### config.mk
export PLATFORM = sky130hd
export DESIGN_NAME = uart_axil_top
export DESIGN_NICKNAME = d
export VERILOG_FILES = /design/src/uart_pkg.sv /design/src/stream_fifo.sv /design/src/uart_axil_regs.sv /design/src/uart_axil_top.sv /design/src/uart_rx.sv /design/src/uart_stream.sv /design/src/uart_tx.sv
export SDC_FILE = /design/constraint.sdc
export NUM_CORES = 1
export LEC_CHECK = 0
export BUFFER_PORTS_ARGS = -buffer_cell sky130_fd_sc_hd__buf_2
export CAP_MARGIN = 10
export CORE_MARGIN = 5
export CORE_UTILIZATION = 55
export CTS_CLUSTER_DIAMETER = 200
export DETAILED_ROUTE_END_ITERATION = 8
export PLACE_DENSITY = 0.79
export SLEW_MARGIN = 30
export SYNTH_ARGS = -nofsm -noshare
export SYNTH_HDL_FRONTEND = slang
export SYNTH_SLANG_ARGS = --single-unit
### constraint.sdc
create_clock -name clk -period 2.6 [get_ports clk]
set_input_delay 0.13 -clock clk [delete_from_list [all_inputs] [get_ports clk]]
set_output_delay 0.13 -clock clk [all_outputs]
set_load 0.1 [all_outputs]
### src/uart_pkg.sv
package uart_pkg;

    // ******************************
    // Widths
    // ******************************
    localparam int DATA_W       = 8;
    localparam int FIFO_AW      = 4;   // 16 entries
    localparam int PRESCALE_W   = 16;
    localparam int AXI_AW       = 4;
    localparam int AXI_DW       = 32;

    localparam logic [PRESCALE_W-1:0] PRESCALE_RST = PRESCALE_W'(1);

    // ******************************
    // Register map
    // ******************************
    localparam logic [AXI_AW-1:0] REG_PRESCALE = 4'h0;
    localparam logic [AXI_AW-1:0] REG_STATUS   = 4'h4;  // Write 1 clears error bits
    localparam logic [AXI_AW-1:0] REG_TXDATA   = 4'h8;
    localparam logic [AXI_AW-1:0] REG_RXDATA   = 4'hC;  // Read pops

    // Status bits, low four match the raw status from the stream block
    localparam int ST_TX_ACTIVE = 0;
    localparam int ST_RX_ACTIVE = 1;
    localparam int ST_OVERRUN   = 2;
    localparam int ST_FRAME_ERR = 3;
    localparam int ST_RX_AVAIL  = 4;
    localparam int ST_TX_FULL   = 5;

    localparam int RX_EMPTY_BIT = 8;    // Set in RXDATA when nothing was queued

    // ******************************
    // AXI responses
    // ******************************
    localparam logic [1:0] RESP_OKAY   = 2'b00;
    localparam logic [1:0] RESP_SLVERR = 2'b10;

endpackage

### src/stream_fifo.sv
`timescale 1ns/1ps

module stream_fifo #(
    parameter int DW = 8,
    parameter int AW = 4
) (
    input  logic          clk,
    input  logic          arst_n,
    input  logic [DW-1:0] in_data,
    input  logic          in_valid,
    output logic          in_ready,
    output logic [DW-1:0] out_data,
    output logic          out_valid,
    input  logic          out_ready,
    output logic          empty,
    output logic          full
);

    logic [DW-1:0] mem [2**AW];
    logic [AW:0]   wr_ptr;
    logic [AW:0]   rd_ptr;
    logic          push;
    logic          pop;

    assign empty     = (wr_ptr == rd_ptr);
    assign full      = (wr_ptr[AW] != rd_ptr[AW]) && (wr_ptr[AW-1:0] == rd_ptr[AW-1:0]);
    assign in_ready  = !full;
    assign out_valid = !empty;
    assign out_data  = mem[rd_ptr[AW-1:0]];  // Head word, no read latency
    assign push      = in_valid && in_ready;
    assign pop       = out_valid && out_ready;

    always_ff @(posedge clk or negedge arst_n) begin
        if (!arst_n) begin
            wr_ptr <= '0;
            rd_ptr <= '0;
        end else begin
            if (push) begin
                wr_ptr <= wr_ptr + 1'b1;
            end
            if (pop) begin
                rd_ptr <= rd_ptr + 1'b1;
            end
        end
    end

    always_ff @(posedge clk) begin
        if (push) begin
            mem[wr_ptr[AW-1:0]] <= in_data;
        end
    end

    // Occupancy never exceeds the depth
    a_no_push_full: assert property (@(posedge clk) disable iff (!arst_n)
        (wr_ptr - rd_ptr) <= (AW+1)'(2**AW));

endmodule

### src/uart_axil_regs.sv
`timescale 1ns/1ps

module uart_axil_regs (
    input  logic                            clk,
    input  logic                            arst_n,
    input  logic [uart_pkg::AXI_AW-1:0]     awaddr,
    input  logic                            awvalid,
    output logic                            awready,
    input  logic [uart_pkg::AXI_DW-1:0]     wdata,
    input  logic [uart_pkg::AXI_DW/8-1:0]   wstrb,
    input  logic                            wvalid,
    output logic                            wready,
    output logic [1:0]                      bresp,
    output logic                            bvalid,
    input  logic                            bready,
    input  logic [uart_pkg::AXI_AW-1:0]     araddr,
    input  logic                            arvalid,
    output logic                            arready,
    output logic [uart_pkg::AXI_DW-1:0]     rdata,
    output logic [1:0]                      rresp,
    output logic                            rvalid,
    input  logic                            rready,
    output logic [uart_pkg::PRESCALE_W-1:0] prescale,
    output logic [uart_pkg::DATA_W-1:0]     tx_data,
    output logic                            tx_valid,
    input  logic                            tx_ready,
    input  logic [uart_pkg::DATA_W-1:0]     rx_data,
    input  logic                            rx_valid,
    output logic                            rx_ready,
    input  logic [3:0]                      status_raw,
    input  logic                            rx_avail,
    input  logic                            tx_full
);
    import uart_pkg::*;

    logic              wr_hs;
    logic              rd_hs;
    logic              status_wr;
    logic              overrun_q;
    logic              frame_err_q;
    logic [1:0]        wr_resp;
    logic [1:0]        rd_resp;
    logic [AXI_DW-1:0] rd_word;

    // ******************************
    // Handshakes and stream strobes
    // ******************************
    assign wr_hs     = awvalid && wvalid && !bvalid;
    assign rd_hs     = arvalid && !rvalid;
    assign awready   = wr_hs;
    assign wready    = wr_hs;
    assign arready   = rd_hs;
    assign status_wr = wr_hs && (awaddr == REG_STATUS);

    assign tx_valid = wr_hs && (awaddr == REG_TXDATA) && wstrb[0];
    assign tx_data  = wdata[DATA_W-1:0];
    assign rx_ready = rd_hs && (araddr == REG_RXDATA);   // Pop on AR handshake

    always_comb begin
        case (awaddr)
            REG_PRESCALE, REG_STATUS: wr_resp = RESP_OKAY;
            REG_TXDATA:               wr_resp = (tx_valid && !tx_ready) ? RESP_SLVERR : RESP_OKAY;
            default:                  wr_resp = RESP_SLVERR;
        endcase
    end

    always_comb begin
        rd_word = '0;
        rd_resp = RESP_OKAY;
        case (araddr)
            REG_PRESCALE: rd_word[PRESCALE_W-1:0] = prescale;
            REG_STATUS: begin
                rd_word[ST_TX_ACTIVE] = status_raw[ST_TX_ACTIVE];
                rd_word[ST_RX_ACTIVE] = status_raw[ST_RX_ACTIVE];
                rd_word[ST_OVERRUN]   = overrun_q;
                rd_word[ST_FRAME_ERR] = frame_err_q;
                rd_word[ST_RX_AVAIL]  = rx_avail;
                rd_word[ST_TX_FULL]   = tx_full;
            end
            REG_RXDATA: begin
                if (rx_valid) begin
                    rd_word[DATA_W-1:0] = rx_data;
                end else begin
                    rd_word[RX_EMPTY_BIT] = 1'b1;
                end
            end
            default: rd_resp = RESP_SLVERR;
        endcase
    end

    // ******************************
    // Registers
    // ******************************
    always_ff @(posedge clk or negedge arst_n) begin
        if (!arst_n) begin
            bvalid      <= 1'b0;
            rvalid      <= 1'b0;
            prescale    <= PRESCALE_RST;
            overrun_q   <= 1'b0;
            frame_err_q <= 1'b0;
        end else begin
            if (wr_hs) begin
                bvalid <= 1'b1;
            end else if (bready) begin
                bvalid <= 1'b0;
            end
            if (rd_hs) begin
                rvalid <= 1'b1;
            end else if (rready) begin
                rvalid <= 1'b0;
            end
            if (wr_hs && awaddr == REG_PRESCALE) begin
                prescale <= wdata[PRESCALE_W-1:0];
            end
            // New events win over a clear in the same cycle
            overrun_q   <= status_raw[ST_OVERRUN] ||
                           (overrun_q && !(status_wr && wdata[ST_OVERRUN]));
            frame_err_q <= status_raw[ST_FRAME_ERR] ||
                           (frame_err_q && !(status_wr && wdata[ST_FRAME_ERR]));
        end
    end

    always_ff @(posedge clk) begin
        if (wr_hs) begin
            bresp <= wr_resp;
        end
        if (rd_hs) begin
            rdata <= rd_word;
            rresp <= rd_resp;
        end
    end

    // Write response is held until the host takes it
    a_bvalid_hold: assert property (@(posedge clk) disable iff (!arst_n)
        bvalid && !bready |=> bvalid && $stable(bresp));

endmodule

### src/uart_axil_top.sv
`timescale 1ns/1ps

module uart_axil_top (
    input  logic                          clk,
    input  logic                          arst_n,
    input  logic [uart_pkg::AXI_AW-1:0]   awaddr,
    input  logic                          awvalid,
    output logic                          awready,
    input  logic [uart_pkg::AXI_DW-1:0]   wdata,
    input  logic [uart_pkg::AXI_DW/8-1:0] wstrb,
    input  logic                          wvalid,
    output logic                          wready,
    output logic [1:0]                    bresp,
    output logic                          bvalid,
    input  logic                          bready,
    input  logic [uart_pkg::AXI_AW-1:0]   araddr,
    input  logic                          arvalid,
    output logic                          arready,
    output logic [uart_pkg::AXI_DW-1:0]   rdata,
    output logic [1:0]                    rresp,
    output logic                          rvalid,
    input  logic                          rready,
    output logic                          txd,
    input  logic                          rxd
);
    import uart_pkg::*;

    logic [PRESCALE_W-1:0] prescale;
    logic [DATA_W-1:0]     tx_data;
    logic                  tx_valid;
    logic                  tx_ready;
    logic [DATA_W-1:0]     rx_data;
    logic                  rx_valid;
    logic                  rx_ready;
    logic [3:0]            status_raw;
    logic                  rx_avail;
    logic                  tx_full;

    uart_axil_regs u_regs (
        .clk        (clk),
        .arst_n     (arst_n),
        .awaddr     (awaddr),
        .awvalid    (awvalid),
        .awready    (awready),
        .wdata      (wdata),
        .wstrb      (wstrb),
        .wvalid     (wvalid),
        .wready     (wready),
        .bresp      (bresp),
        .bvalid     (bvalid),
        .bready     (bready),
        .araddr     (araddr),
        .arvalid    (arvalid),
        .arready    (arready),
        .rdata      (rdata),
        .rresp      (rresp),
        .rvalid     (rvalid),
        .rready     (rready),
        .prescale   (prescale),
        .tx_data    (tx_data),
        .tx_valid   (tx_valid),
        .tx_ready   (tx_ready),
        .rx_data    (rx_data),
        .rx_valid   (rx_valid),
        .rx_ready   (rx_ready),
        .status_raw (status_raw),
        .rx_avail   (rx_avail),
        .tx_full    (tx_full)
    );

    uart_stream u_stream (
        .clk        (clk),
        .arst_n     (arst_n),
        .prescale   (prescale),
        .tx_data    (tx_data),
        .tx_valid   (tx_valid),
        .tx_ready   (tx_ready),
        .rx_data    (rx_data),
        .rx_valid   (rx_valid),
        .rx_ready   (rx_ready),
        .status_raw (status_raw),
        .rx_avail   (rx_avail),
        .tx_full    (tx_full),
        .txd        (txd),
        .rxd        (rxd)
    );

endmodule

### src/uart_rx.sv
`timescale 1ns/1ps

module uart_rx (
    input  logic                            clk,
    input  logic                            arst_n,
    input  logic                            rxd,
    input  logic [uart_pkg::PRESCALE_W-1:0] prescale,
    output logic [uart_pkg::DATA_W-1:0]     out_data,
    output logic                            out_valid,
    input  logic                            out_ready,
    output logic                            busy,
    output logic                            overrun_err,
    output logic                            frame_err
);
    import uart_pkg::*;

    logic [2:0]            rxd_sync;
    logic                  rxd_s;
    logic                  start_edge;
    logic [PRESCALE_W+2:0] bit_len;
    logic [PRESCALE_W+2:0] baud_cnt;
    logic [3:0]            bit_cnt;    // 10 start, 9..2 data, 1 stop
    logic [DATA_W-1:0]     data_sr;
    logic                  sample;

    assign rxd_s       = rxd_sync[1];
    assign start_edge  = rxd_sync[2] && !rxd_sync[1];
    assign bit_len     = {prescale, 3'b000};
    assign sample      = busy && (baud_cnt == '0);
    assign out_data    = data_sr;
    assign overrun_err = out_valid && !out_ready;  // Byte offered to a full FIFO

    always_ff @(posedge clk or negedge arst_n) begin
        if (!arst_n) begin
            rxd_sync <= 3'b111;
        end else begin
            rxd_sync <= {rxd_sync[1:0], rxd};
        end
    end

    always_ff @(posedge clk or negedge arst_n) begin
        if (!arst_n) begin
            busy      <= 1'b0;
            bit_cnt   <= '0;
            baud_cnt  <= '0;
            out_valid <= 1'b0;
            frame_err <= 1'b0;
        end else begin
            out_valid <= 1'b0;
            frame_err <= 1'b0;
            if (!busy) begin
                if (start_edge) begin
                    busy     <= 1'b1;
                    bit_cnt  <= 4'd10;
                    baud_cnt <= {1'b0, prescale, 2'b00} - 1'b1;  // Half a bit
                end
            end else if (baud_cnt != '0) begin
                baud_cnt <= baud_cnt - 1'b1;
            end else begin
                bit_cnt  <= bit_cnt - 1'b1;
                baud_cnt <= bit_len - 1'b1;
                if (bit_cnt == 4'd10 && rxd_s) begin
                    busy <= 1'b0;            // Glitch, not a start bit
                end else if (bit_cnt == 4'd1) begin
                    busy <= 1'b0;
                    if (rxd_s) begin
                        out_valid <= 1'b1;
                    end else begin
                        frame_err <= 1'b1;
                    end
                end
            end
        end
    end

    always_ff @(posedge clk) begin
        if (sample && bit_cnt inside {[4'd2:4'd9]}) begin
            data_sr <= {rxd_s, data_sr[DATA_W-1:1]};   // LSB first
        end
    end

    // A bad frame is never handed on, neither now nor a cycle later
    a_frame_no_data: assert property (@(posedge clk) disable iff (!arst_n)
        frame_err |-> !out_valid ##1 !out_valid);

endmodule

### src/uart_stream.sv
`timescale 1ns/1ps

module uart_stream (
    input  logic                            clk,
    input  logic                            arst_n,
    input  logic [uart_pkg::PRESCALE_W-1:0] prescale,
    input  logic [uart_pkg::DATA_W-1:0]     tx_data,
    input  logic                            tx_valid,
    output logic                            tx_ready,
    output logic [uart_pkg::DATA_W-1:0]     rx_data,
    output logic                            rx_valid,
    input  logic                            rx_ready,
    output logic [3:0]                      status_raw,
    output logic                            rx_avail,
    output logic                            tx_full,
    output logic                            txd,
    input  logic                            rxd
);
    import uart_pkg::*;

    logic [DATA_W-1:0] tx_head;
    logic              tx_head_valid;
    logic              tx_head_ready;
    logic              tx_fifo_empty;
    logic              tx_busy;

    logic [DATA_W-1:0] rx_byte;
    logic              rx_byte_valid;
    logic              rx_byte_ready;
    logic              rx_fifo_empty;
    logic              rx_busy;
    logic              overrun_err;
    logic              frame_err;

    assign status_raw[ST_TX_ACTIVE] = tx_busy || !tx_fifo_empty;
    assign status_raw[ST_RX_ACTIVE] = rx_busy || !rx_fifo_empty;
    assign status_raw[ST_OVERRUN]   = overrun_err;
    assign status_raw[ST_FRAME_ERR] = frame_err;
    assign rx_avail                 = !rx_fifo_empty;

    stream_fifo #(.DW(DATA_W), .AW(FIFO_AW)) tx_fifo (
        .clk       (clk),
        .arst_n    (arst_n),
        .in_data   (tx_data),
        .in_valid  (tx_valid),
        .in_ready  (tx_ready),
        .out_data  (tx_head),
        .out_valid (tx_head_valid),
        .out_ready (tx_head_ready),
        .empty     (tx_fifo_empty),
        .full      (tx_full)
    );

    uart_tx u_tx (
        .clk      (clk),
        .arst_n   (arst_n),
        .in_data  (tx_head),
        .in_valid (tx_head_valid),
        .in_ready (tx_head_ready),
        .prescale (prescale),
        .txd      (txd),
        .busy     (tx_busy)
    );

    uart_rx u_rx (
        .clk         (clk),
        .arst_n      (arst_n),
        .rxd         (rxd),
        .prescale    (prescale),
        .out_data    (rx_byte),
        .out_valid   (rx_byte_valid),
        .out_ready   (rx_byte_ready),
        .busy        (rx_busy),
        .overrun_err (overrun_err),
        .frame_err   (frame_err)
    );

    stream_fifo #(.DW(DATA_W), .AW(FIFO_AW)) rx_fifo (
        .clk       (clk),
        .arst_n    (arst_n),
        .in_data   (rx_byte),
        .in_valid  (rx_byte_valid),
        .in_ready  (rx_byte_ready),
        .out_data  (rx_data),
        .out_valid (rx_valid),
        .out_ready (rx_ready),
        .empty     (rx_fifo_empty),
        .full      ()
    );

endmodule

### src/uart_tx.sv
`timescale 1ns/1ps

module uart_tx (
    input  logic                            clk,
    input  logic                            arst_n,
    input  logic [uart_pkg::DATA_W-1:0]     in_data,
    input  logic                            in_valid,
    output logic                            in_ready,
    input  logic [uart_pkg::PRESCALE_W-1:0] prescale,
    output logic                            txd,
    output logic                            busy
);
    import uart_pkg::*;

    logic [PRESCALE_W+2:0] bit_len;
    logic [PRESCALE_W+2:0] baud_cnt;
    logic [3:0]            bit_cnt;    // Bits left after the current one
    logic [DATA_W:0]       data_sr;    // Stop bit above the data
    logic                  load;
    logic                  shift;

    assign bit_len  = {prescale, 3'b000};    // prescale x 8 clocks
    assign in_ready = !busy;
    assign load     = in_valid && !busy;
    assign shift    = busy && (baud_cnt == '0) && (bit_cnt != '0);

    always_ff @(posedge clk or negedge arst_n) begin
        if (!arst_n) begin
            busy     <= 1'b0;
            txd      <= 1'b1;
            bit_cnt  <= '0;
            baud_cnt <= '0;
        end else if (load) begin
            busy     <= 1'b1;
            txd      <= 1'b0;                // Start bit
            bit_cnt  <= 4'd9;
            baud_cnt <= bit_len - 1'b1;
        end else if (busy) begin
            if (baud_cnt != '0) begin
                baud_cnt <= baud_cnt - 1'b1;
            end else if (shift) begin
                txd      <= data_sr[0];
                bit_cnt  <= bit_cnt - 1'b1;
                baud_cnt <= bit_len - 1'b1;
            end else begin
                busy <= 1'b0;                // Stop bit done
            end
        end
    end

    always_ff @(posedge clk) begin
        if (load) begin
            data_sr <= {1'b1, in_data};
        end else if (shift) begin
            data_sr <= {1'b1, data_sr[DATA_W:1]};
        end
    end

    // Idle line stays at mark level
    a_idle_high: assert property (@(posedge clk) disable iff (!arst_n)
        !busy |-> txd);

endmodule
[Yosys cells after proc, flatten, opt, wreduce, memory -nomap -nowiden]
Memory sizes are Yosys's and may differ from the RTL's.
Cells that the tools add are included.
W data, S select, Z words.
Word-level totals
  memories kept: 2
  bits in registers: 130
  bits in writable memories: 256
  output and inout port bits: 42
  logic and storage cells: 166
Memories
  u_stream.rx_fifo.mem: words 16, bits a word 8, rd ports 1, clocked after Yosys merged registers in 0, write ports 1, line stream_fifo.sv:19  | logic [DW-1:0] mem [2**AW];
  u_stream.tx_fifo.mem: words 16, bits a word 8, rd ports 1, clocked after Yosys merged registers in 0, write ports 1, line stream_fifo.sv:19
Cells by class
  multiplexer cells: 54
  order comparisons: 2
  eq/ne operators: 14
  reduce and logical (&&, ||, !) cells: 59
  $add $sub $neg: 10
Operator list (number)
  $mux W19: 7
  $sub A19 B1 Y19 const B: 3
  $logic_not A19 Y1: 2
  $reduce_bool A19 Y1: 2
  $mux W1: 32
  $mux W4: 7
  $logic_and A1 B1 Y1: 27
  $mux W8: 3
  $add A5 B1 Y5 const B: 4
  $sub A18 B1 Y19 const B: 1
  $pmux W6 S3: 1
  $eq A4 B4 Y1 const B: 3
  $eq A5 B5 Y1: 2
  $logic_not A1 Y1: 10
  $reduce_bool A2 Y1: 5
  $eq A4 B3 Y1 const B: 2
  $eq A4 B4 Y1: 2
  $logic_not A4 Y1: 2
  $sub A4 B1 Y4 const B: 2
  $pmux W3 S2: 1
  $eq A4 B1 Y1 const B: 1
  $ge A4 B2 Y1 const B: 1
  $le A4 B4 Y1 const B: 1
  $logic_or A1 B1 Y1: 4
  other kinds (11): 14

[Depth between registers and ports, before layout]
  depth after elaboration: 7
  depth in mapped cells: 10
  depth with buffers taken out: 9

[By module]
A second synthesis with hierarchy kept.
Second synthesis, totals
  cells, all modules: 1229
  area total of the unflattened synthesis: 17812.1 um2
By module, submodules not included
  stream_fifo (u_stream.rx_fifo): cells an instance 285, area each 5634.2 um2, seq. area each 4093.9 um2, instances 1
  stream_fifo (u_stream.tx_fifo): cells an instance 279, area each 5627.9 um2, seq. area each 4093.9 um2, instances 1
  uart_rx: cells an instance 272, area each 2457.4 um2, seq. area each 969.7 um2, instances 1
  uart_tx: cells an instance 245, area each 2234.6 um2, seq. area each 867.1 um2, instances 1
  uart_axil_regs: cells an instance 143, area each 1826.8 um2, seq. area each 1042.2 um2, instances 1
  uart_stream: cells an instance 5, area each 31.3 um2, seq. area each 0.0 um2, instances 1

[Worst setup path before layout]
Ideal clock, no wire load.
  path type: reg2reg
  start point: reg u_regs.bvalid
  end point: mem u_stream.tx_fifo.mem[7][0] (enable)
  data required time: 2215 ps
  buffers on the path: 0
  path slack: -1820 ps
  stages on the path, launching flop included: 6
  setup time: 385 ps
  data arrival time: 4035 ps
  clock period less this slack: 4420 ps
  cells stage by stage: dfrtp_1 nor2_1 nand2_1 nor4_4 nand2_1 nor3b_1
Between the ends
  cells in the longest elaborated chain, start to end: 7
Ends and longest elaborated chain
  from (decl): line uart_axil_regs.sv:14  | output logic bvalid,
  from (signal assigned): line uart_axil_regs.sv:96  | bvalid <= 1'b0;
  from (signal assigned): line uart_axil_regs.sv:103  | bvalid <= 1'b1;
  from (signal assigned): line uart_axil_regs.sv:105  | bvalid <= 1'b0;
  $logic_not A1 Y1: line uart_axil_regs.sv:48  | assign wr_hs = awvalid && wvalid && !bvalid;
  $logic_and A1 B1 Y1: line uart_axil_regs.sv:48
  net awready: line uart_axil_top.sv:8  | output logic awready,
  $logic_and A1 B1 Y1 (2 in a row): line uart_axil_regs.sv:55  | assign tx_valid = wr_hs && (awaddr == REG_TXDATA) && wstrb[0];
  $logic_and A1 B1 Y1: line stream_fifo.sv:30  | assign push = in_valid && in_ready;
  $mux W1: line stream_fifo.sv:48  | if (push) begin
  $mux W1 (implied by the code): line stream_fifo.sv:49  | mem[wr_ptr[AW-1:0]] <= in_data;
  to (decl): line stream_fifo.sv:19
The timed path passes the listed nets, and every way through them passes these cells.

[Final worst setup path]
  start point: reg u_regs.prescale[0] in the netlist's numbering
  end point: reg u_stream.u_rx.baud_cnt[14]
Between the ends
  cells in the longest elaborated chain, start to end: 3
  elaborated cells on any way between the ends: 5
  classes of those cells: 2 x add/sub; 3 x mux
Ends and longest elaborated chain
  from (decl): line uart_axil_regs.sv:23  | output logic [uart_pkg::PRESCALE_W-1:0] prescale,
  from (signal assigned): line uart_axil_regs.sv:113  | prescale <= wdata[PRESCALE_W-1:0];
  $sub A19 B1 Y19 or $sub A18 B1 Y19 (tied branches): line uart_rx.sv:61, uart_rx.sv:55
  $mux W19 (on tied branches): line uart_rx.sv:57, uart_rx.sv:52
  $mux W19 *: line uart_rx.sv:51  | if (!busy) begin
  to (signal assigned): line uart_rx.sv:55  | baud_cnt <= {1'b0, prescale, 2'b00} - 1'b1;
  to (signal assigned): line uart_rx.sv:58  | baud_cnt <= baud_cnt - 1'b1;
  to (signal assigned): line uart_rx.sv:61  | baud_cnt <= bit_len - 1'b1;
  to (decl): line uart_rx.sv:21  | logic [PRESCALE_W+2:0] baud_cnt;
Every way passes the cells marked *; elsewhere a longest branch is shown, timed or not. The select of a mux whose other input is x is not followed.
A chain may end at the register's enable or synchronous reset.

==> out/qor.csv <==
stage,metric,value,unit
setup_path,crit_buf_inv,1,
setup_path,critical_path.top_delay_family,simple AND/OR/NAND/NOR gates,
drt,vias,10100,
synthesis,synth_area,0.0169,mm^2
floorplan,dieArea,0.0343,mm^2
sta,rsz0062_at_grt,no,
clocking,clock-sinks,384,
synthesis,syn_inst_count,1109,
setup_path,cp_data_required_time,3020,ps
synthesis,yosysWarnings,0,
placed_design,dp_hpwl,24300,um
sta,final_number_of_max_transition_violations,0,
global_route,grt_start_max_net_pins,49,
synthesis,async_reset_ff_share,24.5,%
synthesis,yosysUniqueCellTypes,68,
global_route,overflow,0,
placed_design,buffer_ports.inserted,56,
floorplan,initial_core_util,55.5,%
floorplan,placement_rows,64,
drt,initialDrtViolationCount,1145,
clocking,clock_tree.buffer_depth,3,
outcome,outcome,"finished, final reports clean",
setup_path,crit_arrival,2850,ps
setup_path,timing.critical_path.slowest_cell_delay,400,ps
cells_and_area,final_layout_size_suffix_gt1_share,25.1,%
clocking,clk_pin_slew,60,ps
drt,avgRoutedWirePerCell,22.5,um
sta,final_cycle_share,93.7,%
floorplan,core_region_area,0.0304,mm^2
drt,routed_via_density,6.08,
cells_and_area,final_nets,1307,
setup_path,critPathCaptureType,flip-flop,
setup_path,rrSetupSlack,160,ps
sta,layout_min_cycle_time,2440,ps
setup_path,critical_path_class,reg -> reg,
sta,fmax,0.410,GHz
synthesis,post_synth.cell_area_avg,15.2,um^2
setup_path,critical_path_cell_by_cell,inv_1 > ha_1 > nor3b_1 > and2_0 > nand2_1 > xnor2_1 > mux2_2 > mux2_2,
synthesis,number_of_enable_type_register_cells_in_the_synthesized_netlist,290,
placed_design,gp_routability_congestion,0.845,
setup_path,timing.critical_path.mode_cell,sky130_fd_sc_hd__mux2_2,
global_route,via_count_of_the_first_global_routing_pass,10300,
setup_path,startpoint_type,flip-flop,
cells_and_area,syn_to_final_growth,16.0,%
cells_and_area,postLayoutCoreUtil,64.4,%
clocking,cts.root.buffer_cell,sky130_fd_sc_hd__clkbuf_16,
pwr,total_leakage_power,0.00708,uW
pwr,total_power_density_per_cell_area,785,mW/mm^2
sta,finalHoldViolCount,0,
sta,tightestPinTransition,674,ps
global_route,total_routing_usage_gr,22.4,%
floorplan,fp.dieW,185,um
drt,drt_first_pass_iters,5,
floorplan,ios,94,
setup_path,slowest_stage,sky130_fd_sc_hd__dfstp_2,
clocking,htreeDepth,2,
pwr,vdd.ir_drop.worst,567,uV
global_route,grt_first_pass_wirelength,59400,um
synthesis,ys_ff_latch,384,
job,maxCapViolCount,0,
drt,routed_wirelength,37500,um
clocking,cts_inserted_buffers,40,
setup_path,crit_path_max_fanout,7,
global_route,grt_antenna_before_repair,2,
placed_design,detailedPlace.worstSlack,90.1,ps
sta,final.setup_skew,22.8,ps
clocking,post-cts-setup-buffers,0,
drt,detail-route-antenna-nets,0,
sta,fin_ws,163,ps
floorplan,chip_height,185,um
pwr,p_total,15400,uW
clocking,worstSkewPairLatency,550,ps
cells_and_area,fill_cells,2092,
synthesis,synth_top_flop_cell,sky130_fd_sc_hd__edfxtp_1,
min_path,hold_class,in -> reg,
clocking,cts_tree,yes,
sta,setup_violations,0,
synthesis,synth_seq_area_share,65.5,%
sta,slew-limit-headroom,55.0,%
drt,drt_drc_violations_left,0,
cells in the mapped netlist, types with 5 or more instances:
cell                       count  area [um^2]
sky130_fd_sc_hd__mux2i_1       9         90.1
sky130_fd_sc_hd__clkbuf_1     29          109
sky130_fd_sc_hd__mux2_2       19          214
sky130_fd_sc_hd__inv_1        32          120
sky130_fd_sc_hd__a211oi_1      7         52.6
sky130_fd_sc_hd__nor4_1       15         93.8
sky130_fd_sc_hd__and2_1       22          138
sky130_fd_sc_hd__nor3b_1      17          128
sky130_fd_sc_hd__a221o_1       9         90.1
sky130_fd_sc_hd__a21o_1        6         45.0
sky130_fd_sc_hd__dfstp_2       5          131
sky130_fd_sc_hd__ha_1         20          250
sky130_fd_sc_hd__xnor2_1      39          342
sky130_fd_sc_hd__buf_4        19          143
sky130_fd_sc_hd__a21oi_1      21          105
sky130_fd_sc_hd__o211ai_1      7         52.6
sky130_fd_sc_hd__nor3_1       34          170
sky130_fd_sc_hd__a31oi_1       7         43.8
sky130_fd_sc_hd__nor2_1       65          244
sky130_fd_sc_hd__mux4_2       79         1780
sky130_fd_sc_hd__and3_1        9         56.3
sky130_fd_sc_hd__edfxtp_1    290         8710
sky130_fd_sc_hd__nor4b_1       6         52.6
sky130_fd_sc_hd__nand2_1      87          327
sky130_fd_sc_hd__nand3_1      13         65.1
sky130_fd_sc_hd__o21ai_0      36          180
sky130_fd_sc_hd__buf_2        16         80.1
sky130_fd_sc_hd__dfrtp_1      89         2230
sky130_fd_sc_hd__xor2_1       20          175
sky130_fd_sc_hd__nand4_1      11         68.8
area by class of cell:
| type | count | area, um^2 | share of cell area (%) |
|---|---|---|---|
| clock buffer | 49 | 1050 | 5.38 |
| multi-input combinational | 639 | 5500 | 28.1 |
| antenna | 1 | 2.50 | 0.0128 |
| inverter | 33 | 124 | 0.632 |
| sequential | 384 | 11100 | 56.5 |
| timing repair buffer | 137 | 1020 | 5.18 |
| clock inverter | 25 | 338 | 1.72 |
| tap | 396 | 495 | 2.53 |
worst paths after layout:
kind	from	depth (start not counted)	to
setup / recovery	u_regs.prescale[0]	8	u_stream.u_rx.baud_cnt[14]
hold / removal	wdata[1]	1	u_stream.tx_fifo.mem[12][1]
setup reg to reg	u_regs.prescale[0]	8	u_stream.u_rx.baud_cnt[14]
hold reg to reg	u_stream.u_rx.rxd_sync[0]	0	u_stream.u_rx.rxd_sync[1]
max in group asynchronous	arst_n	3	u_stream.u_rx.rxd_sync[1]
min in group asynchronous	arst_n	2	u_stream.u_tx.bit_cnt[0]
cell usage in the layout, fill, tap and decap left out, drive strengths merged, types with 8 or more instances in the layout:
| cell type | n |
|---|---|
| a221o | 9 |
| xnor2 | 39 |
| buf | 112 |
| inv | 35 |
| a21oi | 21 |
| mux2i | 9 |
| conb | 18 |
| nor2 | 66 |
| mux4 | 79 |
| nand2 | 87 |
| and3 | 9 |
| mux2 | 19 |
| ha | 20 |
| nor3b | 18 |
| clkbuf | 49 |
| edfxtp | 290 |
| dlygate4sd3 | 25 |
| clkinv | 12 |
| nor3 | 35 |
| o21ai | 37 |
| nor4b | 8 |
| nand3 | 13 |
| nor4 | 19 |
| dfrtp | 89 |
| and2 | 23 |
| xor2 | 20 |
| nand4 | 11 |
timing repair:
item	CTS	global route
endpoints found under the hold margin	153	0
hold buffers	25	0
endpoints found under the setup margin	0	10
resized for setup	0	2
per-stage QoR:
| step | area (um^2) | hold slack [ps] | setup TNS, ps | std cells |
|---|---|---|---|---|
| after floorplan | 17000 | -166 | -10920 | 1126 |
| after global placement | 17900 | 113 | 0 | 1564 |
| after detailed placement | 17900 | 116 | 0 | 1564 |
| after CTS | 19600 | 0.0823 | 0 | 1663 |
| after global routing | 19600 | 1.47 | 0 | 1664 |
| final | 19600 | 6.54 | 0 | 1664 |
layer usage:
metal  global-route usage (%)  vias up  routed length (um)
li1                         -     4472                   -
met1                     30.0     5226               14800
met2                     39.1      364               19700
met3                     3.57       58                2270
met4                     5.17        2                 722
met5                        0        -                  20
sequential cells by signal (all words and copies together) (netlist names), 3 cells and up:
signal,cells
u_stream.rx_fifo.mem,128
u_stream.tx_fifo.mem,128
u_stream.u_rx.baud_cnt,19
u_stream.u_tx.baud_cnt,19
u_regs.prescale,16
u_regs.rdata,16
u_stream.u_rx.out_data,8
u_stream.u_tx.data_sr,8
u_stream.rx_fifo.rd_ptr,5
u_stream.rx_fifo.wr_ptr,5
u_stream.tx_fifo.rd_ptr,5
u_stream.tx_fifo.wr_ptr,5
u_stream.u_rx.bit_cnt,4
u_stream.u_tx.bit_cnt,4
u_stream.u_rx.rxd_sync,3
where the power goes:
group | switching, uW | internal, uW
Combinational | 1120 | 750
Clock | 2420 | 3620
Sequential | 525 | 6950
Total | 4070 | 11300
kinds of logic (layout without fill, tap and decap cells):
group / after synthesis / in the layout / synth area share, %
AOI/OAI and AO/OA: 124 / 124 / 4.91
xor gates and xnor gates: 59 / 59 / 3.06
adders and majority gates: 20 / 20 / 1.48
buffers and inverters: 103 / 244 / 2.96
DFF: 384 / 384 / 65.5
muxes: 107 / 107 / 12.3
other: 1 / 19 / 0.0222
and+or+nand+nor: 311 / 311 / 9.76
(Power assumes the default switching activity.)
